[src/design/eth_mac_pkg.sv]
package eth_mac_pkg;

	////////////////////////////////////////
	// Data types

	// One GMII data byte
	typedef logic [7:0] gmii_byte_t;

	// Valid bytes in an upper layer word, 1 to 4
	typedef logic [2:0] bytes_valid_t;

	// Receive FSM states
	// CRC control in the framer decodes these too
	typedef enum logic [2:0] {
		RX_IDLE       = 3'd0,
		RX_PREAMBLE   = 3'd1,
		RX_FRAME_DATA = 3'd2,
		RX_CHECK      = 3'd3,
		RX_DROP       = 3'd4
	} rx_state_t;

	////////////////////////////////////////
	// Framing constants

	// Preamble filler
	localparam gmii_byte_t ETH_PREAMBLE_BYTE = 8'h55;

	// Start of frame delimiter
	localparam gmii_byte_t ETH_SFD_BYTE = 8'hd5;

	////////////////////////////////////////
	// CRC-32 constants

	// Reflected form of 0x04C11DB7
	localparam logic [31:0] CRC32_POLY = 32'hedb88320;

	// Register preset
	localparam logic [31:0] CRC32_INIT = 32'hffffffff;

	// Register value left over once a good FCS has gone through
	localparam logic [31:0] CRC32_RESIDUE = 32'hdebb20e3;

endpackage

[src/design/crc32_eth.sv]
`timescale 1ns/100ps

module crc32_eth import eth_mac_pkg::*; (
	input  logic        gmii_rx_clk,
	input  logic        arst_n,
	input  logic        crc_restart,
	input  logic        crc_update,
	input  gmii_byte_t  din,
	output logic [31:0] crc
);

	////////////////////////////////////////
	// Byte step

	// Shift eight bits through the reflected polynomial, LSB first
	function automatic logic [31:0] crc_next(input logic [31:0] cur, input gmii_byte_t b);
		logic [31:0] r;
		r = cur ^ {24'h0, b};
		for (int i = 0; i < 8; i++) begin
			if (r[0])
				r = (r >> 1) ^ CRC32_POLY;
			else
				r = r >> 1;
		end
		return r;
	endfunction

	////////////////////////////////////////
	// CRC register

	logic [31:0] crc_reg;

	always_ff @(posedge gmii_rx_clk or negedge arst_n) begin
		if (!arst_n) begin
			crc_reg <= CRC32_INIT;
		end else begin
			// Restart wins over an update on the same clock
			if (crc_restart)
				crc_reg <= CRC32_INIT;
			else if (crc_update)
				crc_reg <= crc_next(crc_reg, din);
		end
	end

	// Raw register out
	// No final inversion, the framer compares against the residue
	assign crc = crc_reg;

endmodule

[src/design/gmii_rx_framer.sv]
`timescale 1ns/100ps

module gmii_rx_framer import eth_mac_pkg::*; (
	input  logic         gmii_rx_clk,
	input  logic         arst_n,

	// GMII receive side
	input  logic         dvalid,
	input  logic         en,
	input  logic         er,
	input  gmii_byte_t   data,
	input  logic         link_up,

	// CRC engine
	input  logic [31:0]  crc,
	output logic         crc_restart,
	output logic         crc_update,
	output gmii_byte_t   crc_din,

	// Upper layer
	output logic         start,
	output logic         data_valid,
	output logic [31:0]  word_data,
	output bytes_valid_t bytes_valid,
	output logic         commit,
	output logic         drop
);

	////////////////////////////////////////
	// State and datapath registers

	rx_state_t   state;

	// Last four frame bytes, newest in the low byte
	// These may turn out to be the FCS so they are held back
	logic [31:0] hold;
	logic [2:0]  hold_cnt;

	// Bytes released from the hold-back, waiting for a full word
	logic [23:0] pack;
	logic [1:0]  pack_cnt;

	// er seen on a frame data byte
	logic        frame_err;

	logic        hold_full;
	gmii_byte_t  out_byte;
	logic        crc_ok;

	// Hold-back is full once four bytes have arrived
	assign hold_full = (hold_cnt == 3'd4);

	// Byte pushed out of the hold-back by the next accepted byte
	assign out_byte = hold[31:24];

	// Good FCS leaves the fixed residue in the register
	assign crc_ok = (crc == CRC32_RESIDUE);

	////////////////////////////////////////
	// CRC control

	// Preset all through the preamble, so the engine is fresh at the SFD
	assign crc_restart = (state == RX_PREAMBLE);

	// Every accepted frame byte goes in, FCS included
	assign crc_update = (state == RX_FRAME_DATA) && dvalid && en && link_up;
	assign crc_din    = data;

	////////////////////////////////////////
	// Receive FSM

	always_ff @(posedge gmii_rx_clk or negedge arst_n) begin
		if (!arst_n) begin
			state      <= RX_IDLE;
			start      <= 1'b0;
			data_valid <= 1'b0;
			commit     <= 1'b0;
			drop       <= 1'b0;
			hold_cnt   <= 3'd0;
			pack_cnt   <= 2'd0;
			frame_err  <= 1'b0;
		end else begin
			// Pulses by default
			start      <= 1'b0;
			data_valid <= 1'b0;
			commit     <= 1'b0;
			drop       <= 1'b0;

			case (state)

				// Wait for a frame while the link is up
				// er outside a frame is of no interest
				RX_IDLE: begin
					if (dvalid && en && link_up) begin
						if (data == ETH_PREAMBLE_BYTE && !er)
							state <= RX_PREAMBLE;
						else
							state <= RX_DROP;
					end
				end

				// Preamble bytes until the SFD
				// Nothing announced yet, so failures here stay silent
				RX_PREAMBLE: begin
					if (!link_up) begin
						state <= RX_IDLE;
					end else if (dvalid) begin
						if (!en) begin
							// Truncated preamble
							state <= RX_IDLE;
						end else if (er) begin
							state <= RX_DROP;
						end else if (data == ETH_SFD_BYTE) begin
							start     <= 1'b1;
							hold_cnt  <= 3'd0;
							pack_cnt  <= 2'd0;
							frame_err <= 1'b0;
							state     <= RX_FRAME_DATA;
						end else if (data != ETH_PREAMBLE_BYTE) begin
							// Junk before the SFD, skip the rest of it
							state <= RX_DROP;
						end
					end
				end

				// Frame body, FCS at the tail
				RX_FRAME_DATA: begin
					if (!link_up) begin
						// Link lost after start, close the frame with a drop
						drop  <= 1'b1;
						state <= RX_IDLE;
					end else if (dvalid) begin
						if (en) begin
							if (er)
								frame_err <= 1'b1;
							if (hold_full) begin
								// One byte leaves the hold-back into the packer
								pack_cnt <= pack_cnt + 2'd1;
								if (pack_cnt == 2'd3)
									data_valid <= 1'b1;
							end else begin
								hold_cnt <= hold_cnt + 3'd1;
							end
						end else begin
							// End of frame, flush any partial word
							if (pack_cnt != 2'd0)
								data_valid <= 1'b1;
							state <= RX_CHECK;
						end
					end
				end

				// Verdict on the next byte time
				RX_CHECK: begin
					if (!link_up) begin
						drop  <= 1'b1;
						state <= RX_IDLE;
					end else if (dvalid) begin
						if (crc_ok && hold_full && !frame_err)
							commit <= 1'b1;
						else
							drop <= 1'b1;
						state <= RX_IDLE;
					end
				end

				// Ignore everything until the carrier goes away
				RX_DROP: begin
					if (dvalid && !en)
						state <= RX_IDLE;
				end

				default: begin
					state <= RX_IDLE;
				end

			endcase
		end
	end

	////////////////////////////////////////
	// Hold-back, packer and output word

	always_ff @(posedge gmii_rx_clk) begin
		if (state == RX_FRAME_DATA && dvalid && link_up) begin
			if (en) begin
				hold <= {hold[23:0], data};

				if (hold_full) begin
					pack <= {pack[15:0], out_byte};

					// Fourth byte completes a word, oldest byte on top
					if (pack_cnt == 2'd3) begin
						word_data   <= {pack, out_byte};
						bytes_valid <= 3'd4;
					end
				end
			end else if (pack_cnt != 2'd0) begin
				// Partial word, left aligned and zero filled
				case (pack_cnt)
					2'd1:    word_data <= {pack[7:0], 24'h0};
					2'd2:    word_data <= {pack[15:0], 16'h0};
					default: word_data <= {pack, 8'h0};
				endcase
				bytes_valid <= {1'b0, pack_cnt};
			end
		end
	end

endmodule

[src/design/mac_rx_counters.sv]
`timescale 1ns/100ps

module mac_rx_counters #(
	parameter int COUNTER_WIDTH = 32
) (
	input  logic                     gmii_rx_clk,
	input  logic                     arst_n,

	// Frame end pulses from the framer
	input  logic                     commit,
	input  logic                     drop,

	// Statistics
	output logic [COUNTER_WIDTH-1:0] rx_frames,
	output logic [COUNTER_WIDTH-1:0] rx_crc_err
);

	////////////////////////////////////////
	// Good frames

	// Wraps at full width
	always_ff @(posedge gmii_rx_clk or negedge arst_n) begin
		if (!arst_n) begin
			rx_frames <= '0;
		end else if (commit) begin
			rx_frames <= rx_frames + COUNTER_WIDTH'(1);
		end
	end

	////////////////////////////////////////
	// Dropped frames

	// Any drop after start counts here
	// bad FCS, er in the body, short frame or lost link
	always_ff @(posedge gmii_rx_clk or negedge arst_n) begin
		if (!arst_n) begin
			rx_crc_err <= '0;
		end else if (drop) begin
			rx_crc_err <= rx_crc_err + COUNTER_WIDTH'(1);
		end
	end

endmodule

[src/design/eth_mac_rx.sv]
`timescale 1ns/100ps

module eth_mac_rx import eth_mac_pkg::*; #(
	parameter int COUNTER_WIDTH = 32
) (
	input  logic                     gmii_rx_clk,
	input  logic                     arst_n,

	// GMII receive bus
	input  logic                     dvalid,
	input  logic                     en,
	input  logic                     er,
	input  gmii_byte_t               data,

	// Link status, same clock domain
	input  logic                     link_up,

	// Upper layer frame interface
	output logic                     start,
	output logic                     data_valid,
	output logic [31:0]              word_data,
	output bytes_valid_t             bytes_valid,
	output logic                     commit,
	output logic                     drop,

	// Statistics
	output logic [COUNTER_WIDTH-1:0] rx_frames,
	output logic [COUNTER_WIDTH-1:0] rx_crc_err
);

	////////////////////////////////////////
	// Internal wiring

	// Framer to CRC engine and back
	logic        crc_restart;
	logic        crc_update;
	gmii_byte_t  crc_din;
	logic [31:0] crc;

	////////////////////////////////////////
	// Framer

	gmii_rx_framer i_gmii_rx_framer (
		.gmii_rx_clk (gmii_rx_clk),
		.arst_n      (arst_n),
		.dvalid      (dvalid),
		.en          (en),
		.er          (er),
		.data        (data),
		.link_up     (link_up),
		.crc         (crc),
		.crc_restart (crc_restart),
		.crc_update  (crc_update),
		.crc_din     (crc_din),
		.start       (start),
		.data_valid  (data_valid),
		.word_data   (word_data),
		.bytes_valid (bytes_valid),
		.commit      (commit),
		.drop        (drop)
	);

	////////////////////////////////////////
	// CRC-32, one byte per update

	crc32_eth i_crc32_eth (
		.gmii_rx_clk (gmii_rx_clk),
		.arst_n      (arst_n),
		.crc_restart (crc_restart),
		.crc_update  (crc_update),
		.din         (crc_din),
		.crc         (crc)
	);

	////////////////////////////////////////
	// Frame counters, fed by the framer's own end pulses

	mac_rx_counters #(
		.COUNTER_WIDTH (COUNTER_WIDTH)
	) i_mac_rx_counters (
		.gmii_rx_clk (gmii_rx_clk),
		.arst_n      (arst_n),
		.commit      (commit),
		.drop        (drop),
		.rx_frames   (rx_frames),
		.rx_crc_err  (rx_crc_err)
	);

endmodule

[config.mk]
export PLATFORM = sky130hd
export DESIGN_NAME = eth_mac_rx
export DESIGN_NICKNAME = d
export VERILOG_FILES = /design/src/design/eth_mac_pkg.sv /design/src/design/crc32_eth.sv /design/src/design/gmii_rx_framer.sv /design/src/design/mac_rx_counters.sv /design/src/design/eth_mac_rx.sv
export SDC_FILE = /design/constraint.sdc
export NUM_CORES = 1
export LEC_CHECK = 0
export ABC_AREA = 1
export BUFFER_PORTS_ARGS = -buffer_cell sky130_fd_sc_hd__buf_4
export CAP_MARGIN = 20
export CORE_MARGIN = 1
export CORE_UTILIZATION = 35
export DETAILED_ROUTE_END_ITERATION = 12
export PLACE_DENSITY = 0.62
export SYNTH_ARGS = -nofsm -noshare
export SYNTH_HDL_FRONTEND = slang
export SYNTH_SLANG_ARGS = --single-unit
[constraint.sdc]
create_clock -name gmii_rx_clk -period 17.1 [get_ports gmii_rx_clk]
set_input_delay 3.42 -clock gmii_rx_clk [delete_from_list [all_inputs] [get_ports gmii_rx_clk]]
set_output_delay 3.42 -clock gmii_rx_clk [all_outputs]
set_load 0.005 [all_outputs]
### Yosys cells after proc, flatten, opt, wreduce, memory -nomap -nowiden

Index checks and enable logic that the tools add are counted.

| cells by class | value |
|---|---|
| add/sub/neg operators | 4 |
| eq/ne operators | 32 |
| multiplexer cells | 100 |
| bitwise gates (word level) | 9 |
| reductions and logical operators | 25 |

Operator list:

| cell | count |
|---|---|
| 32-bit 2-to-1 mux | 28 |
| 13-bit inverter with 14-bit output | 8 |
| 3-bit 2-to-1 mux | 27 |
| 32-bit by 1-bit adder with 32-bit output (second input constant) | 2 |
| 32-bit one-hot mux with 2 select lines | 1 |
| 32-bit equality test (second input constant) | 1 |
| 32-bit by 8-bit XOR with 32-bit output | 1 |
| 1-bit 2-to-1 mux | 30 |
| 10-bit AND reduction | 3 |
| 2-bit 2-to-1 mux | 9 |
| 2-bit inequality test (second input constant) | 9 |
| 3-bit one-hot mux with 5 select lines | 1 |
| 2-bit by 1-bit inequality test with 1-bit output (second input constant) | 6 |
| 3-bit inequality test (second input constant) | 4 |
| 1-bit logical AND | 10 |
| 8-bit by 7-bit equality test with 1-bit output (second input constant) | 1 |
| 8-bit equality test (second input constant) | 1 |
| 8-bit by 7-bit inequality test with 1-bit output (second input constant) | 1 |
| 2-bit nonzero test | 4 |
| 7-bit AND reduction | 1 |
| 3-bit by 2-bit equality test with 1-bit output (second input constant) | 2 |
| 3-bit equality test (second input constant) | 2 |
| 6-bit by 4-bit inequality test with 1-bit output (second input constant) | 1 |
| 3-bit one-hot mux with 2 select lines | 1 |
| 12 further kinds | 16 |

| storage, ports and cells | value |
|---|---|
| bits in registers | 200 |
| input port bits | 14 |
| logic and storage cells | 185 |

### Depth between registers and ports, before layout

| depth | value |
|---|---|
| word-level depth | 34 |
| mapped depth | 14 |
| mapped depth without buffers | 13 |

### Modules after synthesis

A second synthesis with hierarchy kept.

| second synthesis, totals | value |
|---|---|
| cells, all modules | 1118 |
| area, all modules | 10090.9 µm² |

Modules (own cells, without submodules):

| module | times used | cells an instance | area an instance (µm²) | seq. area each (µm²) |
|---|---|---|---|---|
| gmii_rx_framer | 1 | 368 | 4301.6 | 3057.9 |
| mac_rx_counters | 1 | 400 | 3362.0 | 1601.5 |
| crc32_eth | 1 | 350 | 2427.3 | 840.8 |

### Worst setup path after synthesis

No wires, ideal clock.

| timing path | value |
|---|---|
| path kind | input to register |
| start point | input dvalid |
| end point | register i_gmii_rx_framer.bytes_valid[0], enable pin |
| library setup time | 616 ps |
| arrival time | 9077 ps |
| setup slack | 7406 ps |
| cell stages on the path | 2 |
| cell sequence | nand2_1 > a2111oi_0 |

| on the way | value |
|---|---|
| cells in the longest elaborated chain, start to end | 3 |

RTL lines:

| element | RTL line | text |
|---|---|---|
| from (decl) | eth_mac_rx.sv:10 | `input logic dvalid,` |
| 1-bit logical AND (2 in series) | gmii_rx_framer.sv:185 | `if (state == RX_FRAME_DATA && dvalid && link_up) begin` |
| 4-bit AND reduction (no source line) | - |  |
| to (signal assigned) | gmii_rx_framer.sv:205 | `bytes_valid <= {1'b0, pack_cnt};` |
| to (decl) | gmii_rx_framer.sv:24 | `output bytes_valid_t bytes_valid,` |

Every way passes these cells.
A chain may end at the register's enable or synchronous reset.

### Final worst setup path

| timing path | value |
|---|---|
| start point | input en |
| end point | register i_gmii_rx_framer.pack[18], enable pin |

| on the way | value |
|---|---|
| cells in the longest elaborated chain, start to end | 1 |

RTL lines:

| element | RTL line | text |
|---|---|---|
| from (decl) | eth_mac_rx.sv:11 | `input logic en,` |
| 3-bit AND reduction (no source line) | - |  |
| to (signal assigned) | gmii_rx_framer.sv:190 | `pack <= {pack[15:0], out_byte};` |
| to (decl) | gmii_rx_framer.sv:40 | `logic [23:0] pack;` |

Every way passes these cells.

==> metrics.yaml <==
run_status:
  status: "finished clean"
die:
  row_count: 61
  start_util: 0.3569
  dieArea_sq_um: 29090
  ios: 117
  die_height_microns: 170.6
  fp.dieW_microns: 170.6
  core_area_sq_um: 27860
setup_path:
  cp_slowest_cell: "nor2_8"
  end_kind: "flip-flop"
  reg2reg_from: "i_gmii_rx_framer.state[1]$_DFFE_PN0P_"
  crit_fanout: 47
  worstPathCellList: "buf_4, inv_2, nor2_1, inv_2, nor2_8, inv_2, nor2_2, buf_8"
  critPathLaunch: "en"
  cp-start-kind: "input pin"
  crit_top_cell: "inv_2"
  worst-path-buf-inv: 5
  required_ns: 17.26
  cpPeakStageDelay_ns: 0.57
  crit_family: "simple AND/OR/NAND/NOR gates"
  setup.worst_path.class: "in2reg"
  worstPathArrival_ns: 5.68
clocking:
  cts_resized: 0
  clk_latency_ns: 0.45
  clockRootBuffer: "clkbuf_16"
  clk_path_buf_depth: 2
  cts_made_buffers: 17
  cts_tree: "done"
  h-tree-depth: 4
  cts_hold_buf: 0
  post_cts_buffers: 0
  clock-sinks: 200
  clkTransAtPathRegs_ns: 0.09
finish:
  area.growth.synth_to_final_pct: 19.78
  instances_no_fill: 1572
  finalNetCount: 1203
  layout_commonest_cell: "nand2_1"
  diodes: 0
  drive_gt1_frac: 0.2211
  most-common-layout-cells: "268 x nand2_1, 126 x inv_1, 118 x buf_4, 91 x edfxtp_1, 87 x nor2_1"
  final_area_sq_um: 11910
  fin_util: 0.4275
global_route:
  grt_first_pass_wirelength_mm: 35.51
  grt_max_degree: 62
  use_met1: 0.2161
  grt_pass1_vias: 6773
  grt_use_total: 0.1556
  grt-ovfl-total: 0
  antenna_found_initial: 0
  use_met3: 0.02406
  busiest_layer: "met2"
  met2_usage: 0.2467
timing:
  min_period_ns: 5.522
  skew_ns: 0.02008
  fin_ws_ns: 11.58
  worst_slew_pin_slew_ns: 0.8423
  hold_viol_final: 0
  holdWs_ns: 0.4123
  period_share: 0.3229
  setup_viol: 0
  fmax_mhz: 181.1
  slew_violations: 0
  rsz0062_at_grt: "no"
  maxSlewHeadroom: 0.4385
  tns_ns: 0
yosys:
  synth_cells: 1057
  syn_area_per_cell_sq_um: 9.407
  ys_seq_area_frac: 0.5532
  async_flop_share: 0.5450
  ys_types: 52
  synth_area_sq_um: 9943
  syn_nets: 1079
  ys_warn_count: 0
  synth-seq-cells: 200
  yosys_most_used_dff: "edfxtp_1"
  synth_edf_count: 91
detailed_routing:
  drt_first_iter_violations: 675
  ant_nets: 0
  wirelength_mm: 21.81
  num_vias: 7348
  drc: 0
  wl_per_cell_microns: 13.87
  vias_per_cell: 4.674
  dr.pass1.iters: 5
placement:
  preCtsSetupSlack_ns: 10.84
  placed_area_sq_um: 11240
  portBuffers: 116
  dp_hpwl_mm: 15.79
  place.gp.congestion: 0.8518
  dp_cells: 1539
worst_hold_path:
  hold_start: "i_gmii_rx_framer.hold[19]$_DFFE_PP_"
  hold_path.class: "reg2reg"
power_and_ir_drop:
  power_mw: 1.306
  vdd_drop_max_mv: 0.07055
  powerDensity_nw_per_um2: 109.6
  power.leakage_nw: 5.392
job:
  cap_violations: 0
## where the power goes
part / leakage [nW] / total [mW] / internal, mW / switching (mW)
Sequential: 2.21 / 0.577 / 0.546 / 0.0313
Combinational: 2.86 / 0.291 / 0.101 / 0.190
Clock: 0.314 / 0.438 / 0.209 / 0.228
## logic make-up (layout without fill, tap and decap cells)
logic type / count (synthesis) / count (layout) / share of synthesized area
xor gates and xnor gates: 95 / 95 / 0.08594
buffers and inverters: 164 / 301 / 0.06367
and+or+nand+nor: 500 / 500 / 0.2318
adders and majority gates: 8 / 8 / 0.01007
DFF: 200 / 200 / 0.5532
AOI/OAI and AO/OA: 90 / 90 / 0.05537
## routing by layer
metal / part of all wire / up-vias
li1: - / 3693
met1: 0.48 / 3442
met2: 0.46 / 179
met3: 0.040 / 34
met4: 0.020 / 0
met5: 0 / -
## cells in the mapped netlist (2+ instances only)
cell type    n  share of area
nand2_1    268           0.10
inv_1      126          0.048
edfxtp_1    91           0.27
nor2_1      88          0.033
dfrtp_1     77           0.19
xor2_1      66          0.058
nand3_1     50          0.025
dfstp_2     32          0.085
xnor2_1     26          0.023
o21ai_1     24          0.012
inv_2       22         0.0083
nand4_1     22          0.014
nand2_2     16          0.010
a21oi_1     13         0.0065
nor3_1      12         0.0060
o21ai_0     12         0.0060
o22ai_1     11         0.0069
ha_1         8          0.010
a221oi_1     7         0.0062
nor2_2       7         0.0044
nor2_4       7         0.0079
nor3_2       7         0.0070
o31ai_1      7         0.0053
buf_1        5         0.0019
nand2_4      4         0.0045
nand3_2      4         0.0040
nor4_1       4         0.0025
a31oi_1      3         0.0019
buf_2        3         0.0015
buf_4        3         0.0023
clkbuf_1     3         0.0011
o211ai_1     3         0.0023
xnor2_2      3         0.0049
a2111oi_0    2         0.0018
and3_1       2         0.0013
nor3b_1      2         0.0015
o21bai_1     2         0.0015
## area by class of cell
type                       count  area (sq um)
inverter                     150         565.5
clock inverter                15         226.5
fill                        2660         15950
multi-input combinational    693          3819
tap                          378         473.0
clock buffer                  17         425.4
timing repair buffer         119         900.9
sequential                   200          5500
## final timing paths
path                                                                     end  slack [ns]  cells after the start
min in group asynchronous       i_mac_rx_counters.rx_crc_err[17]$_DFFE_PN0P_        2.99                      1
max in group asynchronous             i_gmii_rx_framer.frame_err$_DFFE_PN0P_       12.83                      2
worst min register to register           i_gmii_rx_framer.hold[27]$_DFFE_PP_        0.41                      0
worst max register to register           i_gmii_rx_framer.pack[18]$_DFFE_PP_       14.29                      7
worst min-delay path                     i_gmii_rx_framer.hold[27]$_DFFE_PP_        0.41                      0
worst max-delay path                     i_gmii_rx_framer.pack[18]$_DFFE_PP_       11.58                      8
## worst reg2reg max path, cell delays in order, from the launching register on
cell and delay, ns:
dfrtp_1 0.38, inv_2 0.06, nor2_1 0.17, nand2_4 0.14
nor2_8 0.62, inv_2 0.35, nor2_2 0.57, buf_8 0.23
No activity file was read; power rests on OpenSTA's default activity.
